==> src/verilog/soc_pkg.sv <==
package soc_pkg;

    // ==================================================
    // Bus and port types
    // ==================================================

    typedef logic [31:0] wb_addr_t;
    typedef logic [31:0] wb_data_t;
    typedef logic [3:0]  wb_sel_t;

    typedef logic [7:0] gpio_t;

    localparam int IRQ_SOURCES = 3;

    typedef logic [IRQ_SOURCES-1:0] irq_src_t;
    typedef logic [1:0]             irq_vec_t;

    // ==================================================
    // Address map
    // ==================================================

    localparam wb_addr_t RAM_BASE   = 32'h0000_0000;
    localparam int       RAM_WORDS  = 1024;
    localparam wb_addr_t TIMER_BASE = 32'h1000_0000;
    localparam wb_addr_t GPIO_BASE  = 32'h1000_0100;
    localparam wb_addr_t IO_SPAN    = 32'd16;

    // Word index inside an I/O window
    localparam logic [1:0] TIMER_CTRL = 2'd0;
    localparam logic [1:0] TIMER_CMP  = 2'd1;
    localparam logic [1:0] TIMER_CNT  = 2'd2;

    localparam logic [1:0] GPIO_OUT = 2'd0;
    localparam logic [1:0] GPIO_OE  = 2'd1;
    localparam logic [1:0] GPIO_IN  = 2'd2;
    localparam logic [1:0] GPIO_IRQ = 2'd3;

    // Interrupt numbers, lowest wins
    localparam irq_vec_t IRQ_BUS_ERR = 2'd0;
    localparam irq_vec_t IRQ_TIMER   = 2'd1;
    localparam irq_vec_t IRQ_GPIO    = 2'd2;

endpackage : soc_pkg

==> src/verilog/interrupt_controller.sv <==
`timescale 1ns/1ps

module interrupt_controller (
    input  logic               clk_i,
    input  logic               rst_n_i,
    input  soc_pkg::irq_src_t  source_i,
    input  logic               ack_i,
    output logic               irq_o,
    output soc_pkg::irq_vec_t  vector_o
);

    import soc_pkg::*;

    irq_src_t pending_q;
    irq_src_t clear;

    // Fixed priority, lowest number wins
    always_comb begin
        vector_o = '0;
        for (int i = IRQ_SOURCES - 1; i >= 0; i--) begin
            if (pending_q[i]) begin
                vector_o = irq_vec_t'(i);
            end
        end
    end

    assign irq_o = |pending_q;
    assign clear = (ack_i && irq_o) ? irq_src_t'(1) << vector_o : '0;

    always_ff @(posedge clk_i or negedge rst_n_i) begin
        if (!rst_n_i) begin
            pending_q <= '0;
        end else begin
            // Fresh pulse is kept even when acked in the same cycle
            pending_q <= (pending_q & ~clear) | source_i;
        end
    end

    // Vector names a pending source with no lower one pending
    a_vector_pending: assert property (@(posedge clk_i) disable iff (!rst_n_i)
        irq_o |-> (int'(vector_o) < IRQ_SOURCES) && pending_q[vector_o]
                  && ((pending_q & ((irq_src_t'(1) << vector_o) - 1'b1)) == '0));

endmodule : interrupt_controller

==> config.mk <==
export PLATFORM = sky130hd
export DESIGN_NAME = interrupt_controller
export DESIGN_NICKNAME = d
export VERILOG_FILES = /design/src/verilog/soc_pkg.sv /design/src/verilog/interrupt_controller.sv
export SDC_FILE = /design/constraint.sdc
export NUM_CORES = 1
export LEC_CHECK = 0
export BUFFER_PORTS_ARGS = -buffer_cell sky130_fd_sc_hd__buf_2
export CAP_MARGIN = 20
export CORE_AREA = 2 2 39 41
export DETAILED_ROUTE_END_ITERATION = 16
export DIE_AREA = 0 0 41 43
export MAX_ROUTING_LAYER = met4
export SETUP_SLACK_MARGIN = 0.1
export SLEW_MARGIN = 25
export SYNTH_ARGS = -nofsm -noshare
export SYNTH_HDL_FRONTEND = slang
export SYNTH_SLANG_ARGS = --single-unit
export TNS_END_PERCENT = 5
==> constraint.sdc <==
create_clock -name clk_i -period 1.1 [get_ports clk_i]
set_clock_uncertainty 0.2 [all_clocks]
set_input_delay 0.22 -clock clk_i [delete_from_list [all_inputs] [get_ports clk_i]]
set_output_delay 0.22 -clock clk_i [all_outputs]
set_load 0.02 [all_outputs]
### Word level (Yosys, flattened, before mapping)

Cells that the tools add are included.

| word-level totals | value |
|---|---|
| register bits after elaboration | 3 |
| input port bits | 6 |
| output and inout port bits | 3 |
| word-level logic and storage cells | 11 |

| operators by class | value |
|---|---|
| shift operators | 1 |
| mux-type cells | 4 |
| bitwise gates (word level) | 3 |
| reduce and logical (&&, ||, !) cells | 2 |

Operators by type and width:

| operator | count |
|---|---|
| $mux W2 | 3 |
| $and A3 B3 Y3 | 1 |
| $mux W3 | 1 |
| $not A3 Y3 | 1 |
| $or A3 B3 Y3 | 1 |
| $reduce_or A3 Y1 | 1 |
| $shl A1 B2 Y3 const A | 1 |
| $logic_and A1 B1 Y1 | 1 |

### Depth between registers and ports, before layout

Gate-level depths: netlist of run 1.

| logic depth | value |
|---|---|
| depth after elaboration | 8 |
| depth in mapped cells | 2 |
| gate-level depth less buffers | 2 |

### Worst setup path before layout of run 1

No wires, ideal clock.

| timing path | value |
|---|---|
| path type | register to output |
| start | register pending_q[1] |
| end | output port vector_o[1] |
| arrival time | 934 ps |
| required time | 680 ps |
| setup slack | -254 ps |
| stages on the path, launching flop included | 2 |
| buffers on the path | 0 |
| cell sequence | dfrtp_1 -> nor3b_1 |

| on the way | value |
|---|---|
| cells in the longest elaborated chain, start to end | 2 |

RTL lines:

| what | line | source |
|---|---|---|
| start, declared | interrupt_controller.sv:14 | `irq_src_t pending_q;` |
| start signal, assigned | interrupt_controller.sv:35 | `pending_q <= (pending_q & ~clear) \| source_i;` |
| $mux W2 (2 in a row) | interrupt_controller.sv:21 | `if (pending_q[i]) begin` |
| end, declared | interrupt_controller.sv:9 | `output soc_pkg::irq_vec_t vector_o` |

No other way between the ends.

### Final worst setup path of run 1

| timing path | value |
|---|---|
| start | register pending_q[2] |
| end | output port irq_o |

| on the way | value |
|---|---|
| cells in the longest elaborated chain, start to end | 1 |

RTL lines:

| what | line | source |
|---|---|---|
| $reduce_or A3 Y1 | interrupt_controller.sv:27 | `assign irq_o = \|pending_q;` |
| end, declared | interrupt_controller.sv:8 | `output logic irq_o,` |

No other way between the ends.

==> results of run 1 <==
cell type report:
type | instances | share of cell area, %
Tap cell | 16 | 6.81
Timing Repair Buffer | 13 | 32.3
Clock buffer | 4 | 8.94
Sequential cell | 3 | 25.5
Inverter | 1 | 1.28
Multi-Input combinational cell | 9 | 25.1
cells in the final DEF (no fill, tap or decap), types with 2 or more instances in the layout:
master,count
a21o_1,2
buf_2,5
buf_4,5
buf_6,2
clkbuf_4,3
dfrtp_1,3
nor2_1,2
worst max-delay path by stage:
stage               cells after the start  endpoint    startpoint
floorplan                               1     irq_o  pending_q[0]
global placement                        2     irq_o  pending_q[2]
detailed placement                      2     irq_o  pending_q[2]
CTS                                     2     irq_o  pending_q[0]
global route                            2     irq_o  pending_q[2]
finish                                  2     irq_o  pending_q[2]
worst register-to-register path, stage by stage, from the launching register on:
cell and delay (ns):
dfrtp_1 0.36, buf_4 0.15, nand2b_1 0.14, a21o_1 0.18
repair_timing:
item	4_1_cts	5_1_grt
pin swaps	4	2
hold endpoints to repair	5	2
setup buffers	0	0
resized for setup	5	1
endpoints found under the setup margin	5	6
through the flow:
stage	cell area (um^2)	setup TNS (ns)
after floorplan	146	-0.264
after global placement	236	-0.569
after detailed placement	236	-0.619
after CTS	290	-1.30
after global routing	294	-1.50
final	294	-1.23
layer usage:
layer	vias to the layer above	global-route usage (%)
li1	79	-
met1	63	2.28
met2	6	6.88
met3	2	3.14
met4	0	8.00
met5	-	-
cells in the mapped netlist:
| cell type | n |
|---|---|
| a21o_1 | 2 |
| dfrtp_1 | 3 |
| inv_1 | 1 |
| nand2b_1 | 1 |
| nor2_1 | 2 |
| nor2b_1 | 1 |
| nor3b_1 | 1 |
| nor4b_1 | 1 |
| or3_1 | 1 |
cell families after synthesis:
family	after synthesis	synth area share [%]
AO/OA/AOI/OAI	2	11.0
buffers and inverters	1	2.75
flip-flops	3	55.0
AND/OR/NAND/NOR	7	31.2
power by group through the flow:
stage / registers, uW / logic, uW / clock network [uW]
detailed placement: 121 / 49.2 / 0
CTS: 120 / 55.9 / 204
floorplan: 124 / 16.3 / 0
finish: 120 / 56.4 / 190
global route: 121 / 62.1 / 213
global placement: 122 / 48.6 / 0
==> out/metrics.csv, run 1 <==
metric;value;unit
grt_pass1_wl;448;um
final_antenna_net_count;0;
slowest_stage;or3_4;
met3_wirelength;34;um
cts_hold_buf;1;
min_period;1.54;ns
synth_area_leaders;dfrtp_1 (55%), a21o_1 (11%), nor4b_1 (6.4%);
num_io_pins;9;
pwr-share-seq;32.9;%
synth_area_leader_cell;dfrtp_1;
core_area;1380;um^2
diodes;0;
drc;0;
p_total;366;uW
slew_violations;0;
gp_congestion;0.519;
drv_cap;0;
r2r_setup_slack;-0.04;ns
syn_area;136;um^2
status;finished with violations;
multi_input_area;73.8;um^2
ys_seq_area_share;55.0;%
leakage;0.000131;uW
layout-drive-gt1-share;60.0;%
failed_checks;hold timing, setup timing;
met1_length;110;um
syn_avg_cell_area;10.5;um^2
peakVddDrop;0.253;mV
final_cells;46;
cts_made_buffers;3;
grt_max_degree;6;
fp.dieH;43;um
critPathBufInv;1;
hp-class;in2reg;
crit_chain;or3_4, buf_6;
fill_cells;158;
met2_length;175;um
critical_path.max_stage_delay;0.38;ns
grt-ovfl-total;0;
drt_iter0_drc;0;
hold_path_depth;2;
die_w;41;um
cp_max_fo;2;
largest_reg_flops;3;
rsz0062_at_grt;yes;
area_delta_synth_final;116;%
synth_top_area_share;55.0;%
top_layer;met4;
reg2reg_to;pending_q[1];
cp.required;0.68;ns
clock_latency;0.23;ns
start_util;9.86;%
final_core_util;21.2;%
register_area;75.1;um^2
p_sw_share;22.1;%
hold_viol;2;
yosysWarnings;0;
synth_cells;13;
max_flop_register;pending_q;
critPathKind;reg2out;
synth_nets;19;
vias;150;
viasPerCell;3.26;
firstDrtPassIters;1;
min_from;source_i[0];
cts_tree;built;
synthDistinctLibCells;9;
placed_cells;41;
clockBufferDepth;2;
finalWorstSetupSlack;-0.441;ns
power.density;1250;nW/um^2
portBuffers;8;
htreeDepth;1;
r2r-start;pending_q[0];
largestRegisters;pending_q: 3 flops;
p_int;286;uW
cts-root-buf;clkbuf_4;
fin_crit_sh;140;%
die_area;1760;um^2
cts_sinks;3;
worst_ep_arrival_time;1.12;ns
clkTransAtPathRegs;0.04;ns
switchingPower;80.9;uW
wire_per_inst;7.07;um
pre_cts_ws;-0.209;ns
combinationalPowerShare;15.4;%
grt.total_usage;4.86;%
first_global_vias;143;
cp-start-kind;register;
slew_headroom;87.4;%
setup_violations;5;
drt_wl_total;325;um
rows;14;
fmax;649;MHz
whs;-0.0315;ns
crit_family;simple AND/OR/NAND/NOR gates;
end_kind;output pin;
synth_seq_cells;3;
worst_pin_slew;0.188;ns
whs_endpoint;pending_q[0];
antenna_found_initial;0;
num-nets-final;37;
r2r_cells;3;
pwr-share-clk;51.7;%
Power figures use the tool's default switching activity.
==> run 2: changes to the inputs <==
==> constraint.sdc (replaced) <==
create_clock -name clk_i -period 1.1 [get_ports clk_i]
set_clock_uncertainty 0.2 [all_clocks]
set_input_delay 0.22 -clock clk_i [delete_from_list [all_inputs] [get_ports clk_i]]
set_output_delay 0.22 -clock clk_i [all_outputs]
set_load 0.1 [all_outputs]
==> run 2 against run 1 <==
Net effect:
- the run still ends with hold timing, setup timing left
- cell count shrank 2.2%
- non-clock buffer count shrank 1
- worst hold slack gained 0.010 ns
- worst setup slack lost 0.043 ns
- critical path depth grew 1
- sequential share of layout area shrank 2.8 points
- design area grew 12%
- routed wire length shrank 1.2%
- combinational power grew 76%
- core utilization grew 2.6 points
- first-iteration DRC count grew 1
- sequential power is essentially flat
- largest cell class unchanged
- largest power group unchanged
==> out/metrics.csv, run 2 (synthesized netlist as in run 1, its figures left out) <==
metric;value;unit;change
status;finished with violations;;
failed_checks;hold timing, setup timing;;
portBuffers;8;;unchanged
die_area;1760;um^2;unchanged
r2r-start;pending_q[1];;
finalWorstSetupSlack;-0.484;ns;-0.0430 ns
peakVddDrop;0.405;mV;+60%
cp-start-kind;register;;
largest_reg_flops;3;;unchanged
grt_pass1_wl;503;um;+12%
rsz0062_at_grt;yes;;
cp.required;0.68;ns;about the same
diodes;0;;unchanged
cts_tree;built;;
crit_chain;buf_4, nor3b_4, buf_12;;
grt-ovfl-total;0;;unchanged
final_antenna_net_count;0;;unchanged
cp_max_fo;4;;+2
largestRegisters;pending_q: 3 flops;;
critPathKind;reg2out;;
final_cell_mix;buf_2 (5), clkbuf_4 (3), buf_12 (3), dfrtp_1 (3);;
end_kind;output pin;;
wire_per_inst;7.13;um;+0.96%
min_from;source_i[0];;
crit_family;flip-flops;;
min_period;1.58;ns;+0.0430 ns
core_area;1380;um^2;unchanged
fp.dieH;43;um;unchanged
drv_cap;0;;unchanged
drc;0;;unchanged
setup_violations;4;;-1
slew_violations;0;;unchanged
firstDrtPassIters;2;;+1
viasPerCell;3.29;;+0.86%
pre_cts_ws;-0.336;ns;-0.126 ns
fin_crit_sh;144;%;+3.9 points
critPathBufInv;2;;+1
grt_max_degree;6;;unchanged
num_io_pins;9;;unchanged
cts_sinks;3;;unchanged
cts-root-buf;clkbuf_4;;
clkTransAtPathRegs;0.03;ns;about the same
slowest_stage;dfrtp_1;;
cts_made_buffers;3;;unchanged
area_delta_synth_final;142;%;
worst_ep_arrival_time;1.16;ns;+0.04 ns
final_common_cell;buf_2;;
first_global_vias;141;;-1.4%
cts_hold_buf;1;;unchanged
die_w;41;um;unchanged
antenna_found_initial;0;;unchanged
fmax;631;MHz;-2.7%
leakage;0.000147;uW;+12%
htreeDepth;1;;unchanged
slew_headroom;83.9;%;-3.5 points
hp-class;in2reg;;
start_util;9.86;%;unchanged
whs;-0.0211;ns;+0.0104 ns
clockBufferDepth;2;;unchanged
max_flop_register;pending_q;;
placed_cells;40;;-2.4%
post-cts-setup-buffers;0;;unchanged
gp_congestion;0.549;;+5.9%
hold_viol;2;;unchanged
layout-drive-gt1-share;62.1;%;+2.1 points
num-nets-final;36;;-2.7%
drt_iter0_drc;1;;+1
final_cells;45;;-2.2%
clock_latency;0.23;ns;about the same
worstSetupStartpoint;pending_q[1];;
worst_pin_slew;0.238;ns;+0.0501 ns
rows;14;;unchanged
vias;148;;-1.3%
drt_wl_total;321;um;-1.2%
critical_path.max_stage_delay;0.36;ns;-0.02 ns
power.density;1230;nW/um^2;-1.3%
grt.total_usage;5.06;%;+0.21 points
## run 2: cell types whose count changed in the layout (fill, tap and decap cells not counted), sizes merged
| cell | delta |
|---|---|
| buf | -1 |
## run 2: per-layer routing
| layer | vias up | part of all wire (%) | wire (um) | global-route usage (%) |
|---|---|---|---|---|
| met3 | 0 | 9.7 | 31 | 3.14 |
| met4 | 0 | 0 | 0 | 6.00 |
| met1 | 65 | 36 | 114 | 3.58 |
| met2 | 6 | 55 | 175 | 7.19 |
| li1 | 77 | - | - | - |
| met5 | - | 0 | 0 | - |
## run 2: worst register-to-register path: stages (launching register included)
cell and delay [ns]:
dfrtp_1 0.36, buf_4 0.15, nor4b_1 0.28, nor2_1 0.08
## run 2: stage by stage
step	utilization [%]	TNS, ns	total power [uW]	area, um^2
2_1_floorplan	-	-1.69	170	150
3_3_place_gp	19.0	-0.829	212	263
3_5_place_dp	19.0	-0.909	213	263
4_1_cts	23.9	-1.54	418	330
5_1_grt	23.9	-1.68	424	330
6_report	23.9	-1.48	406	330
## run 2: worst paths after layout
path                       slack [ns]  cells after the start           end
hold reg to reg                  0.40                      3  pending_q[2]
hold / removal                  -0.02                      2  pending_q[0]
setup / recovery                -0.48                      3   vector_o[1]
max in group asynchronous        0.48                      2  pending_q[2]
setup reg to reg                -0.10                      3  pending_q[2]
min in group asynchronous        0.12                      2  pending_q[0]
## run 2: repair_timing
item	in CTS	in global routing
resized for setup	7	0
endpoints found under the setup margin	6	6
endpoints found under the hold margin	5	2
gates cloned	0	0
pin swaps	1	1
## run 2: cell type report
| type | count | area [um^2] |
|---|---|---|
| repair buffers | 12 | 121 |
| inverters | 1 | 3.75 |
| clock buffers | 4 | 26.3 |
| well taps | 16 | 20.0 |
| fillers | 149 | 1050 |
| flip-flops and latches | 3 | 75.1 |
| multi-input cells | 9 | 83.8 |
## run 2: power breakdown
| group | switching, uW | total [uW] | internal (uW) |
|---|---|---|---|
| Clock | 51.7 | 187 | 136 |
| Sequential | 3.22 | 120 | 117 |
| Combinational | 53.8 | 99.1 | 45.3 |
