`src/verilog/soc_pkg.sv`:
```
package soc_pkg;

    // ==================================================
    // Bus and port types
    // ==================================================

    typedef logic [31:0] wb_addr_t;
    typedef logic [31:0] wb_data_t;
    typedef logic [3:0]  wb_sel_t;

    typedef logic [7:0] gpio_t;

    localparam int IRQ_SOURCES = 3;

    typedef logic [IRQ_SOURCES-1:0] irq_src_t;
    typedef logic [1:0]             irq_vec_t;

    // ==================================================
    // Address map
    // ==================================================

    localparam wb_addr_t RAM_BASE   = 32'h0000_0000;
    localparam int       RAM_WORDS  = 1024;
    localparam wb_addr_t TIMER_BASE = 32'h1000_0000;
    localparam wb_addr_t GPIO_BASE  = 32'h1000_0100;
    localparam wb_addr_t IO_SPAN    = 32'd16;

    // Word index inside an I/O window
    localparam logic [1:0] TIMER_CTRL = 2'd0;
    localparam logic [1:0] TIMER_CMP  = 2'd1;
    localparam logic [1:0] TIMER_CNT  = 2'd2;

    localparam logic [1:0] GPIO_OUT = 2'd0;
    localparam logic [1:0] GPIO_OE  = 2'd1;
    localparam logic [1:0] GPIO_IN  = 2'd2;
    localparam logic [1:0] GPIO_IRQ = 2'd3;

    // Interrupt numbers, lowest wins
    localparam irq_vec_t IRQ_BUS_ERR = 2'd0;
    localparam irq_vec_t IRQ_TIMER   = 2'd1;
    localparam irq_vec_t IRQ_GPIO    = 2'd2;

endpackage : soc_pkg

```
`src/verilog/wb_bus_if.sv`:
```
`timescale 1ns/1ps

interface wb_bus_if;

    import soc_pkg::*;

    // Request side
    logic     cyc;
    logic     stb;
    logic     we;
    wb_addr_t adr;
    wb_data_t dat_w;
    wb_sel_t  sel;

    // Response side
    wb_data_t dat_r;
    logic     ack;
    logic     err;

    modport master (
        output cyc, stb, we, adr, dat_w, sel,
        input  dat_r, ack, err
    );

    modport slave (
        input  cyc, stb, we, adr, dat_w, sel,
        output dat_r, ack, err
    );

endinterface : wb_bus_if

```
`src/verilog/timer.sv`:
```
`timescale 1ns/1ps

module timer (
    input  logic     clk_i,
    input  logic     rst_n_i,
    wb_bus_if.slave  bus,
    output logic     event_o
);

    import soc_pkg::*;

    // ctrl_q[0] enable, ctrl_q[1] interrupt enable
    logic [1:0] ctrl_q;
    wb_data_t   cmp_q;
    wb_data_t   cnt_q;

    logic       req;
    logic       wr_en;
    logic       hit_cmp;
    logic [1:0] reg_idx;

    assign req     = bus.cyc & bus.stb & ~bus.ack;
    assign wr_en   = req & bus.we;
    assign reg_idx = bus.adr[3:2];
    assign hit_cmp = ctrl_q[0] & (cnt_q == cmp_q);

    // ==================================================
    // Registers and counter
    // ==================================================

    always_ff @(posedge clk_i or negedge rst_n_i) begin
        if (!rst_n_i) begin
            ctrl_q  <= '0;
            cmp_q   <= '0;
            cnt_q   <= '0;
            bus.ack <= 1'b0;
        end else begin
            bus.ack <= req;
            if (wr_en && reg_idx == TIMER_CTRL) begin
                ctrl_q <= bus.dat_w[1:0];
            end
            if (wr_en && reg_idx == TIMER_CMP) begin
                cmp_q <= bus.dat_w;
            end
            // Count wraps to zero after matching compare
            if (hit_cmp) begin
                cnt_q <= '0;
            end else if (ctrl_q[0]) begin
                cnt_q <= cnt_q + 1'b1;
            end
        end
    end

    always_ff @(posedge clk_i) begin
        if (req) begin
            case (reg_idx)
                TIMER_CTRL: bus.dat_r <= wb_data_t'(ctrl_q);
                TIMER_CMP:  bus.dat_r <= cmp_q;
                TIMER_CNT:  bus.dat_r <= cnt_q;
                default:    bus.dat_r <= '0;
            endcase
        end
    end

    assign bus.err = 1'b0;
    assign event_o = hit_cmp & ctrl_q[1];

endmodule : timer

```
`src/flat_wrapper.sv`:
```
// flat-port wrapper written by rule: the top's interface ports become plain ports
module timer_flat import soc_pkg::*;
  (clk_i, rst_n_i, event_o, bus_cyc, bus_stb, bus_we, bus_adr, bus_dat_w, bus_sel, bus_dat_r, bus_ack, bus_err);
  wb_bus_if bus_i ();
  input  logic clk_i;
  input  logic rst_n_i;
  output logic event_o;
  input wire logic [$bits(bus_i.cyc)-1:0] bus_cyc;
  input wire logic [$bits(bus_i.stb)-1:0] bus_stb;
  input wire logic [$bits(bus_i.we)-1:0] bus_we;
  input wire logic [$bits(bus_i.adr)-1:0] bus_adr;
  input wire logic [$bits(bus_i.dat_w)-1:0] bus_dat_w;
  input wire logic [$bits(bus_i.sel)-1:0] bus_sel;
  output wire logic [$bits(bus_i.dat_r)-1:0] bus_dat_r;
  output wire logic [$bits(bus_i.ack)-1:0] bus_ack;
  output wire logic [$bits(bus_i.err)-1:0] bus_err;
  assign bus_i.cyc = bus_cyc;
  assign bus_i.stb = bus_stb;
  assign bus_i.we = bus_we;
  assign bus_i.adr = bus_adr;
  assign bus_i.dat_w = bus_dat_w;
  assign bus_i.sel = bus_sel;
  assign bus_dat_r = bus_i.dat_r;
  assign bus_ack = bus_i.ack;
  assign bus_err = bus_i.err;
  timer u_core (.clk_i(clk_i), .rst_n_i(rst_n_i), .bus(bus_i), .event_o(event_o));
endmodule
```
`config.mk`:
```
export PLATFORM = sky130hd
export DESIGN_NAME = timer_flat
export DESIGN_NICKNAME = d
export VERILOG_FILES = /design/src/verilog/soc_pkg.sv /design/src/verilog/wb_bus_if.sv /design/src/verilog/timer.sv /design/src/flat_wrapper.sv
export SDC_FILE = /design/constraint.sdc
export NUM_CORES = 1
export LEC_CHECK = 0
export ABC_AREA = 1
export BUFFER_PORTS_ARGS = -buffer_cell sky130_fd_sc_hd__clkbuf_2
export CORE_MARGIN = 5
export CORE_UTILIZATION = 60
export CTS_BUF_LIST = sky130_fd_sc_hd__clkbuf_8
export DETAILED_ROUTE_END_ITERATION = 8
export PLACE_DENSITY = 0.88
export SLEW_MARGIN = 20
export SYNTH_ARGS = -nofsm -noshare
export SYNTH_HDL_FRONTEND = slang
export SYNTH_SLANG_ARGS = --single-unit
```
`constraint.sdc`:
```
create_clock -name clk_i -period 5 [get_ports clk_i]
set_input_delay 0.75 -clock clk_i [delete_from_list [all_inputs] [get_ports clk_i]]
set_output_delay 0.75 -clock clk_i [all_outputs]
set_load 0.05 [all_outputs]
```
## Yosys cells after proc, flatten, opt, wreduce, memory -nomap -nowiden

Index checks and enable logic that the tools add are counted.

- Register bits after elaboration: 99
- Input port bits: 73
- Output and inout port bits: 35
- Logic and storage cells: 22

- Add/subtract/negate cells: 1
- Equal/unequal tests: 3
- Mux-type cells: 3
- Bitwise gates (word level): 6
- Reductions and logical operators: 4

Operator list:

| kind | number |
|---|---|
| one-hot mux 32 bit (3 select lines) | 1 |
| two-way mux 32 bit | 2 |
| adder 32 x 1 -> 32 bit (second input constant) | 1 |
| equality test 32 bit | 1 |
| bitwise AND 1 bit | 5 |
| equality test 2 x 1 -> 1 bit (second input constant) | 1 |
| equality test 2 bit (second input constant) | 1 |
| logical AND 1 bit | 2 |
| zero test 2 bit | 1 |
| nonzero test 2 bit | 1 |
| NOT 1 bit | 1 |

## Logic depth before layout (Yosys ltp)

- Depth after elaboration: 4
- Gate-level depth with buffers: 11

## Least setup slack after synthesis

OpenSTA, ideal clock, no wires.

- Kind: in2reg
- Start point: input bus_cyc
- End point: register u_core.cmp_q[24]
- Arrival: 3111 ps
- Setup slack: 1764 ps
- Stages: 5
- Path buffers: 1
- Cells stage by stage: nand2_1 -> nor2_1 -> nand3_2 -> buf_2 -> mux2_2

- Word-level cells in the longest chain between the ends: 4

Ends and longest elaborated chain:

| item | line | RTL |
|---|---|---|
| start: declaration | flat_wrapper.sv:8 | `input wire logic [$bits(bus_i.cyc)-1:0] bus_cyc;` |
| bitwise AND 1 bit (2 in series) | timer.sv:22 | `assign req = bus.cyc & bus.stb & ~bus.ack;` |
| named net u_core.req | timer.sv:17 | `logic req;` |
| bitwise AND 1 bit | timer.sv:23 | `assign wr_en = req & bus.we;` |
| logical AND 1 bit | timer.sv:42 | `if (wr_en && reg_idx == TIMER_CMP) begin` |
| end signal: assignment | timer.sv:43 | `cmp_q <= bus.dat_w;` |
| end: declaration | timer.sv:14 | `wb_data_t cmp_q;` |

The timed path passes the listed nets, and every way through them passes these cells.
A chain may end at the register's enable or synchronous reset.

## Worst setup path after layout

- Start point: register u_core.cnt_q[5]
- End point: output event_o

- Word-level cells in the longest chain between the ends: 3

Ends and longest elaborated chain:

| item | line | RTL |
|---|---|---|
| start: declaration | timer.sv:15 | `wb_data_t cnt_q;` |
| start signal: assignment | timer.sv:49 | `cnt_q <= cnt_q + 1'b1;` |
| equality test 32 bit | timer.sv:25 | `assign hit_cmp = ctrl_q[0] & (cnt_q == cmp_q);` |
| bitwise AND 1 bit | timer.sv:25 |  |
| bitwise AND 1 bit | timer.sv:66 | `assign event_o = hit_cmp & ctrl_q[1];` |
| end: declaration | flat_wrapper.sv:7 | `output logic event_o;` |

No other way between the ends.

==> flow_summary.ini <==
[outcome]
status = finished, final reports clean

[timing]
tns_ns = 0
period_minus_slack_ns = 2.955
relSlewSlack = 0.3588
worst_slew_pin_slew_ns = 0.9559
rsz0062_at_grt = false
setup_ws_ns = 2.045
hold_violations = 0
finalCritPeriodShare = 0.5909
skew_ns = 0.01721
fmax_mhz = 338.5
slew_viol_final = 0
setup_viol = 0

[synthesis]
synth_mux_area_frac = 0.008253
synth-seq-cells = 99
synth_compound_area_frac = 0.08345
syn_inst = 700
synth_area_sq_um = 5458
synth_top_family_by_area = simple AND/OR/NAND/NOR gates
syn-num-nets = 774
seq_area_frac_synth = 0.4833
synthAdderAreaFrac = 0.002293
synthSimpleGateAreaFrac = 0.3054
yosysUniqueCellTypes = 35
yosys.area_share.xor_xnor = 0.04654
syn_area_per_cell_sq_um = 7.797
yosys_warnings = 0

[cts]
clock-sinks = 99
clkLatencyLatePin_ns = 0.38
numCtsBuffers = 9
clockBufferDepth = 2
cts_resized = 0
clk_pin_slew_worst_paths_ns = 0.10
postCtsSetupBuffers = 0
cts_tree = done
ctsHoldBuffers = 0
cts_root_buffer = clkbuf_8
htreeDepth = 3

[worst_setup_path]
crit_family = simple AND/OR/NAND/NOR gates
start_kind = flop
crit_fanout = 4
critPathBufInv = 2
cp.required_ns = 4.25
r2r-start = u_core.ctrl_q[0]
worst-r2r-cell-count = 8
slowest_stage = dfrtp_1
path_common_cell = nand2_1
worstPathArrival_ns = 2.20
critical_path_class = reg -> out
r2r_slack_ns = 2.81
max_stage_delay_ns = 0.42
endpoint_kind = primary output
r2r-end = u_core.cnt_q[9]
crit_chain = inv_1, nand2_1, nand2_1, nor2_1, nand2_1, nor2_1, nand3_1, nor3_1, clkbuf_2

[cells_and_area]
nets = 843
layout-drive-gt1-share = 0.1602
area_growth_pct = 11.76
n_antenna_cell = 0
final_cells = 882
fill_cells = 725

[place]
gp_congestion = 0.9404
io_buffers = 72
pre_cts_slack_ns = 2.130
dp_hpwl_mm = 11.33
placedCellCount = 866

[hold_path]
hp-class = in -> async

[detailed_routing]
drtPass1Iterations = 5
route.detailed.drc = 0
num_vias = 4916
drtIter0Drc = 343
routed_wl_mm = 15.10
postRouteAntennaNets = 0
routedWlPerCell_um = 17.12
viasPerCell = 5.574

[grt]
grt_pass1_wl_mm = 24.45
grt_max_degree = 42
grt-ovfl-total = 0
grt_pass1_vias = 4792
track_usage = 0.2817
antenna_found_initial = 0

[die]
dieArea_sq_um = 11100
floorplan.initialDensity = 0.6198
die_h_um = 105.4
fp.dieW_um = 105.4
core_sq_um = 8806
num_rows = 34
boundaryPins = 108

[pwr]
vdd_drop_max_uv = 200.4
power_density_nw_per_um2 = 335.3
total_power_mw = 2.045
leakagePower_nw = 2.769

[job]
maxCapViolCount = 0
-- stage by stage --
step | utilization | hold slack (ns) | cell area [sq um]
2_1_floorplan | - | 0.4544 | 5458
3_3_place_gp | 0.6684 | 0.4930 | 5886
3_5_place_dp | 0.6687 | 0.5096 | 5888
4_1_cts | 0.6921 | 0.3856 | 6095
5_1_grt | 0.6927 | 0.3970 | 6100
6_report | 0.6927 | 0.3713 | 6100
-- report_power, final --
part           switching (mW)  total [mW]  internal (mW)
registers              0.0864        1.02          0.935
logic                   0.322       0.477          0.154
clock network           0.296       0.547          0.251
-- synthesized netlist by cell type --
| master | number | share of area |
|---|---|---|
| nand2_1 | 207 | 0.14 |
| nor2_1 | 102 | 0.070 |
| inv_1 | 72 | 0.050 |
| dfrtp_1 | 67 | 0.31 |
| a21oi_1 | 33 | 0.030 |
| edfxtp_1 | 32 | 0.18 |
| nand3_1 | 29 | 0.027 |
| o22ai_1 | 26 | 0.030 |
| xor2_1 | 16 | 0.026 |
| o21ai_0 | 15 | 0.014 |
| xnor2_1 | 13 | 0.021 |
| nor3_1 | 11 | 0.010 |
| nor2_2 | 10 | 0.011 |
| clkbuf_1 | 9 | 0.0062 |
| nand4_1 | 8 | 0.0092 |
| and2_1 | 7 | 0.0080 |
| nand2_2 | 5 | 0.0057 |
| mux2_2 | 4 | 0.0083 |
| buf_2 | 3 | 0.0028 |
| buf_6 | 3 | 0.0062 |
| inv_2 | 3 | 0.0021 |
| nand3_2 | 3 | 0.0055 |
| nand3b_1 | 3 | 0.0041 |
| nor2_4 | 3 | 0.0062 |
| and3_1 | 2 | 0.0023 |
| buf_4 | 2 | 0.0028 |
| nor3_2 | 2 | 0.0037 |
| o21ai_1 | 2 | 0.0018 |
| o221ai_1 | 2 | 0.0032 |
| a21oi_2 | 1 | 0.0016 |
| clkinv_1 | 1 | 0.00069 |
| conb_1 | 1 | 0.00069 |
| ha_1 | 1 | 0.0023 |
| o211ai_1 | 1 | 0.0014 |
| o21ai_2 | 1 | 0.0016 |
-- routing by layer --
layer	global-route usage	share of wire	wire (um)
met1	0.3848	0.43	6426
met2	0.4508	0.47	7061
met3	0.05623	0.086	1304
met4	0.09653	0.020	309
met5	0	0	0
-- worst reg2reg max path, delay by kind of cell (launching register included) --
family                 cells  cell delay, ns
flip-flops                 1            0.77
XOR/XNOR                   1            0.23
buffers and inverters      2            0.36
AND/OR/NAND/NOR            5            0.69
-- layout make-up --
class / count / area [sq um] / area share
multi-input combinational: 508 / 2452 / 0.4021
timing repair buffer: 75 / 382.9 / 0.06277
clock buffer: 10 / 137.6 / 0.02256
tap: 108 / 135.1 / 0.02215
sequential: 99 / 2638 / 0.4324
clock inverter: 6 / 68.82 / 0.01128
inverter: 76 / 285.3 / 0.04677
-- flip-flops by register name, summed over array words and instances, names as in the netlist --
register	cells
u_core.cnt_q	32
u_core.ctrl_q	2
u_core.cmp_q	32
u_core.bus.ack	1
u_core.bus.dat_r	32
-- logic make-up after synthesis --
logic type      Yosys count
mux                       4
buf+inv                  93
xor+xnor                 29
flops                    99
other cells               1
simple gates            392
fa+ha+maj                 1
compound gates           81
-- worst max-delay path by stage --
| stage | start | slack [ns] | cells after the start | end |
|---|---|---|---|---|
| after global routing | u_core.cnt_q[11] | 1.90 | 9 | event_o |
| final | u_core.cnt_q[5] | 2.05 | 9 | event_o |
| after floorplan | bus_cyc | 1.76 | 5 | u_core.cmp_q[24] |
| after detailed placement | bus_adr[2] | 2.13 | 5 | u_core.bus.dat_r[1] |
| after global placement | bus_adr[2] | 2.19 | 5 | u_core.bus.dat_r[0] |
| after CTS | u_core.cnt_q[11] | 2.13 | 9 | event_o |
-- cells in the final DEF (no fill, tap or decap) --
cell type / Yosys / layout
inv_6: 0 / 4
o21ai_0: 15 / 15
ha_1: 1 / 1
inv_2: 3 / 3
bufinv_16: 0 / 1
o211ai_1: 1 / 1
o22ai_1: 26 / 26
a21oi_2: 1 / 1
nor3_1: 11 / 11
buf_2: 3 / 1
nor2_1: 102 / 101
nor2_4: 3 / 5
o21ai_1: 2 / 2
clkbuf_2: 0 / 71
a21oi_1: 33 / 33
clkinv_1: 1 / 1
o221ai_1: 2 / 2
nand2_1: 207 / 206
nand3_1: 29 / 29
nand2_2: 5 / 6
and3_1: 2 / 2
dfrtp_1: 67 / 67
clkbuf_8: 0 / 10
xor2_1: 16 / 16
xnor2_1: 13 / 13
edfxtp_1: 32 / 32
nor2_2: 10 / 9
nand4_1: 8 / 8
nand3b_1: 3 / 3
nor3_2: 2 / 2
buf_4: 2 / 3
conb_1: 1 / 1
inv_1: 72 / 73
and2_1: 7 / 7
nand3_2: 3 / 3
o21ai_2: 1 / 1
mux2_2: 4 / 4
Power figures use the tool's default switching activity.
