**src/verilog/soc_pkg.sv**
```systemverilog
package soc_pkg;

    // ==================================================
    // Bus and port types
    // ==================================================

    typedef logic [31:0] wb_addr_t;
    typedef logic [31:0] wb_data_t;
    typedef logic [3:0]  wb_sel_t;

    typedef logic [7:0] gpio_t;

    localparam int IRQ_SOURCES = 3;

    typedef logic [IRQ_SOURCES-1:0] irq_src_t;
    typedef logic [1:0]             irq_vec_t;

    // ==================================================
    // Address map
    // ==================================================

    localparam wb_addr_t RAM_BASE   = 32'h0000_0000;
    localparam int       RAM_WORDS  = 1024;
    localparam wb_addr_t TIMER_BASE = 32'h1000_0000;
    localparam wb_addr_t GPIO_BASE  = 32'h1000_0100;
    localparam wb_addr_t IO_SPAN    = 32'd16;

    // Word index inside an I/O window
    localparam logic [1:0] TIMER_CTRL = 2'd0;
    localparam logic [1:0] TIMER_CMP  = 2'd1;
    localparam logic [1:0] TIMER_CNT  = 2'd2;

    localparam logic [1:0] GPIO_OUT = 2'd0;
    localparam logic [1:0] GPIO_OE  = 2'd1;
    localparam logic [1:0] GPIO_IN  = 2'd2;
    localparam logic [1:0] GPIO_IRQ = 2'd3;

    // Interrupt numbers, lowest wins
    localparam irq_vec_t IRQ_BUS_ERR = 2'd0;
    localparam irq_vec_t IRQ_TIMER   = 2'd1;
    localparam irq_vec_t IRQ_GPIO    = 2'd2;

endpackage : soc_pkg

```
**src/verilog/wb_bus_if.sv**
```systemverilog
`timescale 1ns/1ps

interface wb_bus_if;

    import soc_pkg::*;

    // Request side
    logic     cyc;
    logic     stb;
    logic     we;
    wb_addr_t adr;
    wb_data_t dat_w;
    wb_sel_t  sel;

    // Response side
    wb_data_t dat_r;
    logic     ack;
    logic     err;

    modport master (
        output cyc, stb, we, adr, dat_w, sel,
        input  dat_r, ack, err
    );

    modport slave (
        input  cyc, stb, we, adr, dat_w, sel,
        output dat_r, ack, err
    );

endinterface : wb_bus_if

```
**src/verilog/wb_decoder.sv**
```systemverilog
`timescale 1ns/1ps

module wb_decoder (
    input  logic     clk_i,
    input  logic     rst_n_i,
    wb_bus_if.slave  host,
    wb_bus_if.master ram_bus,
    wb_bus_if.master timer_bus,
    wb_bus_if.master gpio_bus,
    output logic     bus_error_o
);

    import soc_pkg::*;

    logic ram_hit, timer_hit, gpio_hit;
    logic err_q;

    // Offset compare also covers a base of zero
    assign ram_hit   = (host.adr - RAM_BASE) < wb_addr_t'(RAM_WORDS * 4);
    assign timer_hit = (host.adr - TIMER_BASE) < IO_SPAN;
    assign gpio_hit  = (host.adr - GPIO_BASE) < IO_SPAN;

    // ==================================================
    // Request fan-out
    // ==================================================

    assign ram_bus.cyc   = host.cyc;
    assign ram_bus.stb   = host.stb & ram_hit;
    assign ram_bus.we    = host.we;
    assign ram_bus.adr   = host.adr;
    assign ram_bus.dat_w = host.dat_w;
    assign ram_bus.sel   = host.sel;

    assign timer_bus.cyc   = host.cyc;
    assign timer_bus.stb   = host.stb & timer_hit;
    assign timer_bus.we    = host.we;
    assign timer_bus.adr   = host.adr;
    assign timer_bus.dat_w = host.dat_w;
    assign timer_bus.sel   = host.sel;

    assign gpio_bus.cyc   = host.cyc;
    assign gpio_bus.stb   = host.stb & gpio_hit;
    assign gpio_bus.we    = host.we;
    assign gpio_bus.adr   = host.adr;
    assign gpio_bus.dat_w = host.dat_w;
    assign gpio_bus.sel   = host.sel;

    // ==================================================
    // Response return
    // ==================================================

    always_comb begin
        host.dat_r = '0;
        if (ram_hit) begin
            host.dat_r = ram_bus.dat_r;
        end else if (timer_hit) begin
            host.dat_r = timer_bus.dat_r;
        end else if (gpio_hit) begin
            host.dat_r = gpio_bus.dat_r;
        end
    end

    assign host.ack = ram_bus.ack | timer_bus.ack | gpio_bus.ack;

    // Unmapped access, one cycle of err like a slave ack
    always_ff @(posedge clk_i or negedge rst_n_i) begin
        if (!rst_n_i) begin
            err_q <= 1'b0;
        end else begin
            err_q <= host.cyc & host.stb & ~(ram_hit | timer_hit | gpio_hit) & ~err_q;
        end
    end

    assign host.err    = err_q;
    assign bus_error_o = err_q;

    a_one_slave: assert property (@(posedge clk_i) disable iff (!rst_n_i)
        $onehot0({ram_bus.stb, timer_bus.stb, gpio_bus.stb}));

endmodule : wb_decoder
```
**src/flat_wrapper.sv**
```systemverilog
// flat-port wrapper written by rule: the top's interface ports become plain ports
module wb_decoder_flat import soc_pkg::*;
  (clk_i, rst_n_i, bus_error_o, host_cyc, host_stb, host_we, host_adr, host_dat_w, host_sel, host_dat_r, host_ack, host_err, ram_bus_cyc, ram_bus_stb, ram_bus_we, ram_bus_adr, ram_bus_dat_w, ram_bus_sel, ram_bus_dat_r, ram_bus_ack, ram_bus_err, timer_bus_cyc, timer_bus_stb, timer_bus_we, timer_bus_adr, timer_bus_dat_w, timer_bus_sel, timer_bus_dat_r, timer_bus_ack, timer_bus_err, gpio_bus_cyc, gpio_bus_stb, gpio_bus_we, gpio_bus_adr, gpio_bus_dat_w, gpio_bus_sel, gpio_bus_dat_r, gpio_bus_ack, gpio_bus_err);
  wb_bus_if host_i ();
  wb_bus_if ram_bus_i ();
  wb_bus_if timer_bus_i ();
  wb_bus_if gpio_bus_i ();
  input  logic clk_i;
  input  logic rst_n_i;
  output logic bus_error_o;
  input wire logic [$bits(host_i.cyc)-1:0] host_cyc;
  input wire logic [$bits(host_i.stb)-1:0] host_stb;
  input wire logic [$bits(host_i.we)-1:0] host_we;
  input wire logic [$bits(host_i.adr)-1:0] host_adr;
  input wire logic [$bits(host_i.dat_w)-1:0] host_dat_w;
  input wire logic [$bits(host_i.sel)-1:0] host_sel;
  output wire logic [$bits(host_i.dat_r)-1:0] host_dat_r;
  output wire logic [$bits(host_i.ack)-1:0] host_ack;
  output wire logic [$bits(host_i.err)-1:0] host_err;
  output wire logic [$bits(ram_bus_i.cyc)-1:0] ram_bus_cyc;
  output wire logic [$bits(ram_bus_i.stb)-1:0] ram_bus_stb;
  output wire logic [$bits(ram_bus_i.we)-1:0] ram_bus_we;
  output wire logic [$bits(ram_bus_i.adr)-1:0] ram_bus_adr;
  output wire logic [$bits(ram_bus_i.dat_w)-1:0] ram_bus_dat_w;
  output wire logic [$bits(ram_bus_i.sel)-1:0] ram_bus_sel;
  input wire logic [$bits(ram_bus_i.dat_r)-1:0] ram_bus_dat_r;
  input wire logic [$bits(ram_bus_i.ack)-1:0] ram_bus_ack;
  input wire logic [$bits(ram_bus_i.err)-1:0] ram_bus_err;
  output wire logic [$bits(timer_bus_i.cyc)-1:0] timer_bus_cyc;
  output wire logic [$bits(timer_bus_i.stb)-1:0] timer_bus_stb;
  output wire logic [$bits(timer_bus_i.we)-1:0] timer_bus_we;
  output wire logic [$bits(timer_bus_i.adr)-1:0] timer_bus_adr;
  output wire logic [$bits(timer_bus_i.dat_w)-1:0] timer_bus_dat_w;
  output wire logic [$bits(timer_bus_i.sel)-1:0] timer_bus_sel;
  input wire logic [$bits(timer_bus_i.dat_r)-1:0] timer_bus_dat_r;
  input wire logic [$bits(timer_bus_i.ack)-1:0] timer_bus_ack;
  input wire logic [$bits(timer_bus_i.err)-1:0] timer_bus_err;
  output wire logic [$bits(gpio_bus_i.cyc)-1:0] gpio_bus_cyc;
  output wire logic [$bits(gpio_bus_i.stb)-1:0] gpio_bus_stb;
  output wire logic [$bits(gpio_bus_i.we)-1:0] gpio_bus_we;
  output wire logic [$bits(gpio_bus_i.adr)-1:0] gpio_bus_adr;
  output wire logic [$bits(gpio_bus_i.dat_w)-1:0] gpio_bus_dat_w;
  output wire logic [$bits(gpio_bus_i.sel)-1:0] gpio_bus_sel;
  input wire logic [$bits(gpio_bus_i.dat_r)-1:0] gpio_bus_dat_r;
  input wire logic [$bits(gpio_bus_i.ack)-1:0] gpio_bus_ack;
  input wire logic [$bits(gpio_bus_i.err)-1:0] gpio_bus_err;
  assign host_i.cyc = host_cyc;
  assign host_i.stb = host_stb;
  assign host_i.we = host_we;
  assign host_i.adr = host_adr;
  assign host_i.dat_w = host_dat_w;
  assign host_i.sel = host_sel;
  assign host_dat_r = host_i.dat_r;
  assign host_ack = host_i.ack;
  assign host_err = host_i.err;
  assign ram_bus_cyc = ram_bus_i.cyc;
  assign ram_bus_stb = ram_bus_i.stb;
  assign ram_bus_we = ram_bus_i.we;
  assign ram_bus_adr = ram_bus_i.adr;
  assign ram_bus_dat_w = ram_bus_i.dat_w;
  assign ram_bus_sel = ram_bus_i.sel;
  assign ram_bus_i.dat_r = ram_bus_dat_r;
  assign ram_bus_i.ack = ram_bus_ack;
  assign ram_bus_i.err = ram_bus_err;
  assign timer_bus_cyc = timer_bus_i.cyc;
  assign timer_bus_stb = timer_bus_i.stb;
  assign timer_bus_we = timer_bus_i.we;
  assign timer_bus_adr = timer_bus_i.adr;
  assign timer_bus_dat_w = timer_bus_i.dat_w;
  assign timer_bus_sel = timer_bus_i.sel;
  assign timer_bus_i.dat_r = timer_bus_dat_r;
  assign timer_bus_i.ack = timer_bus_ack;
  assign timer_bus_i.err = timer_bus_err;
  assign gpio_bus_cyc = gpio_bus_i.cyc;
  assign gpio_bus_stb = gpio_bus_i.stb;
  assign gpio_bus_we = gpio_bus_i.we;
  assign gpio_bus_adr = gpio_bus_i.adr;
  assign gpio_bus_dat_w = gpio_bus_i.dat_w;
  assign gpio_bus_sel = gpio_bus_i.sel;
  assign gpio_bus_i.dat_r = gpio_bus_dat_r;
  assign gpio_bus_i.ack = gpio_bus_ack;
  assign gpio_bus_i.err = gpio_bus_err;
  wb_decoder u_core (.clk_i(clk_i), .rst_n_i(rst_n_i), .host(host_i), .ram_bus(ram_bus_i), .timer_bus(timer_bus_i), .gpio_bus(gpio_bus_i), .bus_error_o(bus_error_o));
endmodule
```
**config.mk**
```make
export PLATFORM = sky130hd
export DESIGN_NAME = wb_decoder_flat
export DESIGN_NICKNAME = d
export VERILOG_FILES = /design/src/verilog/soc_pkg.sv /design/src/verilog/wb_bus_if.sv /design/src/verilog/wb_decoder.sv /design/src/flat_wrapper.sv
export SDC_FILE = /design/constraint.sdc
export NUM_CORES = 1
export LEC_CHECK = 0
export BUFFER_PORTS_ARGS = -buffer_cell sky130_fd_sc_hd__buf_2
export CAP_MARGIN = 25
export CORE_AREA = 4 4 161 163
export CTS_CLUSTER_DIAMETER = 150
export CTS_CLUSTER_SIZE = 20
export DETAILED_ROUTE_END_ITERATION = 10
export DIE_AREA = 0 0 165 167
export PLACE_DENSITY = 0.4
export SLEW_MARGIN = 40
export SYNTH_ARGS = -nofsm -noshare
export SYNTH_HDL_FRONTEND = slang
export SYNTH_SLANG_ARGS = --single-unit
```
**constraint.sdc**
```tcl
create_clock -name clk_i -period 2.8 [get_ports clk_i]
set_input_delay 0.42 -clock clk_i [delete_from_list [all_inputs] [get_ports clk_i]]
set_output_delay 0.42 -clock clk_i [all_outputs]
set_load 0.01 [all_outputs]
```
# Word-level counts from Yosys, hierarchy flattened
# Cells that the tools add are included.
word_totals:
  reg_bits: 1
  input_bits: 175
  out_inout_bits: 248
  elab_cells: 21
classes:
  add_sub_neg: 2
  order_cmp: 3
  muxes: 3
  n_bitwise: 12
op_table:
  columns: ["operator", "n"]
  rows:
  - ["32-bit two-way mux", 3]
  - ["32-bit by 5-bit < comparator with 1-bit output, second input constant", 2]
  - ["32-bit by 29-bit subtractor with 32-bit output, second input constant", 2]
  - ["32-bit by 13-bit < comparator with 1-bit output, second input constant", 1]
  - ["1-bit AND", 6]
  - ["1-bit OR", 4]
  - ["1-bit inverter", 2]

# Longest topological paths before layout
depth:
  word_depth: 7
  depth_mapped: 8
  mapped_depth_nobuf: 5

# Worst setup path before layout
# No wires, ideal clock.
synth_timing:
  path_type: "in2out"
  from: "input port host_adr[14]"
  to: "output port host_dat_r[10]"
  arrival_ns: 2.129
  required_ns: 2.380
  path_slack_ns: 0.251
  path_stages: 7
  path_buffers: 2
  path_cell_list: "or3_4 or4_1 nor4_1 o2111a_1 buf_6 buf_8 a41o_1"
synth_via:
  elab_chain_cells: 5
  elab_cells_between_ends: 8
  cone_classes: "2 x add/sub; 3 x order compare; 3 x mux"
synth_rtl:
  columns: ["item", "line_no", "text"]
  rows:
  - ["start, declared", "flat_wrapper.sv:14", "input wire logic [$bits(host_i.adr)-1:0] host_adr;"]
  - ["32-bit by 29-bit subtractor with 32-bit output", "wb_decoder.sv:21", "assign gpio_hit = (host.adr - GPIO_BASE) < IO_SPAN;"]
  - ["32-bit by 5-bit < comparator with 1-bit output", "wb_decoder.sv:21", null]
  - ["32-bit two-way mux", "wb_decoder.sv:58", "end else if (gpio_hit) begin"]
  - ["32-bit two-way mux", "wb_decoder.sv:56", "end else if (timer_hit) begin"]
  - ["32-bit two-way mux *", "wb_decoder.sv:54", "if (ram_hit) begin"]
  - ["end, declared", "flat_wrapper.sv:17", "output wire logic [$bits(host_i.dat_r)-1:0] host_dat_r;"]
# Every way passes the cells marked *; elsewhere a longest branch is shown, timed or not.

# Worst setup path after layout
layout_timing:
  from: "input port host_adr[8]"
  to: "output port host_dat_r[1]"
# Same word-level chain as after synthesis.

==> results_dict.tcl <==
set metrics [dict create \
    status "completed" \
    die_w_um 165 \
    crit_type "input pin to primary output" \
    largest_reg_flops 1 \
    final_common_cell "buf_2" \
    ys_warn_count 0 \
    n_antenna_cell 0 \
    placed_area_um2 3280 \
    place_congestion 0.699 \
    min_period_ps 2790 \
    synth-edff-count 0 \
    async_flop_share_pct 100 \
    arrival_ps 2370 \
    port_buffers 255 \
    die_h_um 167 \
    grt.total_usage_pct 8.00 \
    power.density_nw_per_um2 86.8 \
    hp-class "input pin to asynchronous set/reset pin" \
    ant_nets 0 \
    io_pins 423 \
    max_clock_freq_ghz 0.358 \
    r2r_end "u_core.bus_error_o" \
    synthFlopType "dfrtp_1" \
    synth_area_leaders "buf_4 53%, mux2i_1 11%, a41o_1 10%" \
    r2r_setup_slack_ps 1960 \
    grt_pass1_vias 2679 \
    worst_clock_skew_ps 0 \
    setup.worst_path.end_class "primary output" \
    placementRows 57 \
    synth_top_area_share_pct 52.9 \
    leakage_nw 2.27 \
    crit_path_start "host_adr[8]" \
    vias 2742 \
    ir_worst_vdd_mv 0.0429 \
    postCtsHoldBufs 0 \
    slew_violations 0 \
    clk_pin_slew_worst_paths_ps 0 \
    max_cap_violations 0 \
    vias_per_cell 3.48 \
    dp_slack_ps -164 \
    synth-seq-cells 1 \
    overflow 0 \
    total_power_uw 298 \
    wl_per_cell_um 15.9 \
    drive_above_1_share_pct 66.1 \
    setup_slack_ps 5.22 \
    synth_seq_area_share_pct 0.836 \
    design.core.area_um2 24300 \
    cp-start-kind "input pin" \
    clk_latency_ps 0 \
    hpwl_um 10600 \
    synth.avg_cell_area_um2 7.34 \
    post-route-drc-count 0 \
    hold_viol_final 0 \
    tightest_slew_ps 379 \
    final_cell_area_um2 3430 \
    start_util_pct 12.3 \
    synthCells 408 \
    cp_max_fo 11 \
    first_pass_iters 4 \
    layout.nets 640 \
    cp.required_ps 2380 \
    grt_setup_unrepaired "yes" \
    crit_end "host_dat_r[1]" \
    grt_max_degree 25 \
    yosys.area.top_type "buf_4" \
    r2r-start "u_core.bus_error_o" \
    final.period_utilization_pct 99.8 \
    final_util_pct 14.1 \
    setup_viol 0 \
    grt_pass1_wl_um 17100 \
    ys_types 33 \
    area_growth_pct 14.7 \
    reg2reg_depth 3 \
    syn-cell-area_um2 2990 \
    syn_nets 583 \
    routed_wirelength_um 12500 \
    drt_iter0_drc 82 \
    layout_common_cells "247 x buf_2, 35 x nand4_1, 34 x inv_1, 32 x mux2i_1, 30 x a41o_1" \
    relSlewSlack_pct 74.4 \
    dieArea_um2 27600 \
    antenna_found_initial 2 \
]
-- layer usage --
metal	track usage, %	vias to the layer above	part of all wire, %
li1	-	1310	-
met1	9.21	1208	37
met2	14.7	177	50
met3	1.93	45	10
met4	1.88	2	2.7
met5	0	-	0.056
-- area by class of cell --
| class | count | area [um2] |
|---|---|---|
| well taps | 324 | 405 |
| flip-flops and latches | 1 | 25.0 |
| fillers | 2851 | 20900 |
| inverters | 34 | 128 |
| repair buffers | 291 | 1700 |
| multi-input cells | 137 | 1170 |
-- critical path: stages --
cell and delay, ps:
buf_6 90, or4_4 550, nor2_4 210, mux2_4 330
o2111a_2 210, buf_12 170, a41o_2 260, buf_6 120
-- through the flow --
stage	TNS (ps)	instances	hold WS [ps]
2_1_floorplan	0	408	124
3_3_place_gp	-3480	785	194
3_5_place_dp	-3420	785	196
4_1_cts	-2940	787	196
5_1_grt	-550	787	198
6_report	0	787	195
-- worst min path at each step --
stage	endpoint	slack (ps)	startpoint	depth (start not counted)
2_1_floorplan	u_core.bus_error_o	120	rst_n_i	0
3_3_place_gp	u_core.bus_error_o	190	rst_n_i	1
3_5_place_dp	u_core.bus_error_o	200	rst_n_i	1
4_1_cts	u_core.bus_error_o	200	rst_n_i	1
5_1_grt	u_core.bus_error_o	200	rst_n_i	1
6_report	u_core.bus_error_o	190	rst_n_i	1
-- cell usage after synthesis (2+ instances only) --
library cell	number
nor3_1	3
clkbuf_1	17
nand2_1	5
buf_4	211
a41o_1	30
nand3_1	2
buf_8	3
inv_1	34
nor2_1	5
a21oi_1	2
a41o_2	3
nand4_1	35
nor4_1	4
mux2i_1	33
buf_2	3
-- report_power, final --
part | leakage [nW] | switching (mW) | total (mW) | internal, mW
logic | 2.26 | 0.142 | 0.282 | 0.139
clock network | 0 | 0 | 0 | 0
registers | 0.0131 | 0.000642 | 0.0162 | 0.0155
-- repair_timing --
action | 4_1_cts | 5_1_grt
buffers inserted | 1 | 1
gates resized for setup | 5 | 21
setup endpoints to repair | 33 | 33
gates cloned | 1 | 0
pin swaps | 2 | 17
-- kinds of logic after synthesis --
kind of cell | synth area share (%)
simple gates | 13.4
compound gates | 12.1
buf+inv | 61.8
mux | 11.9
flops | 0.836
(Power assumes the default switching activity.)
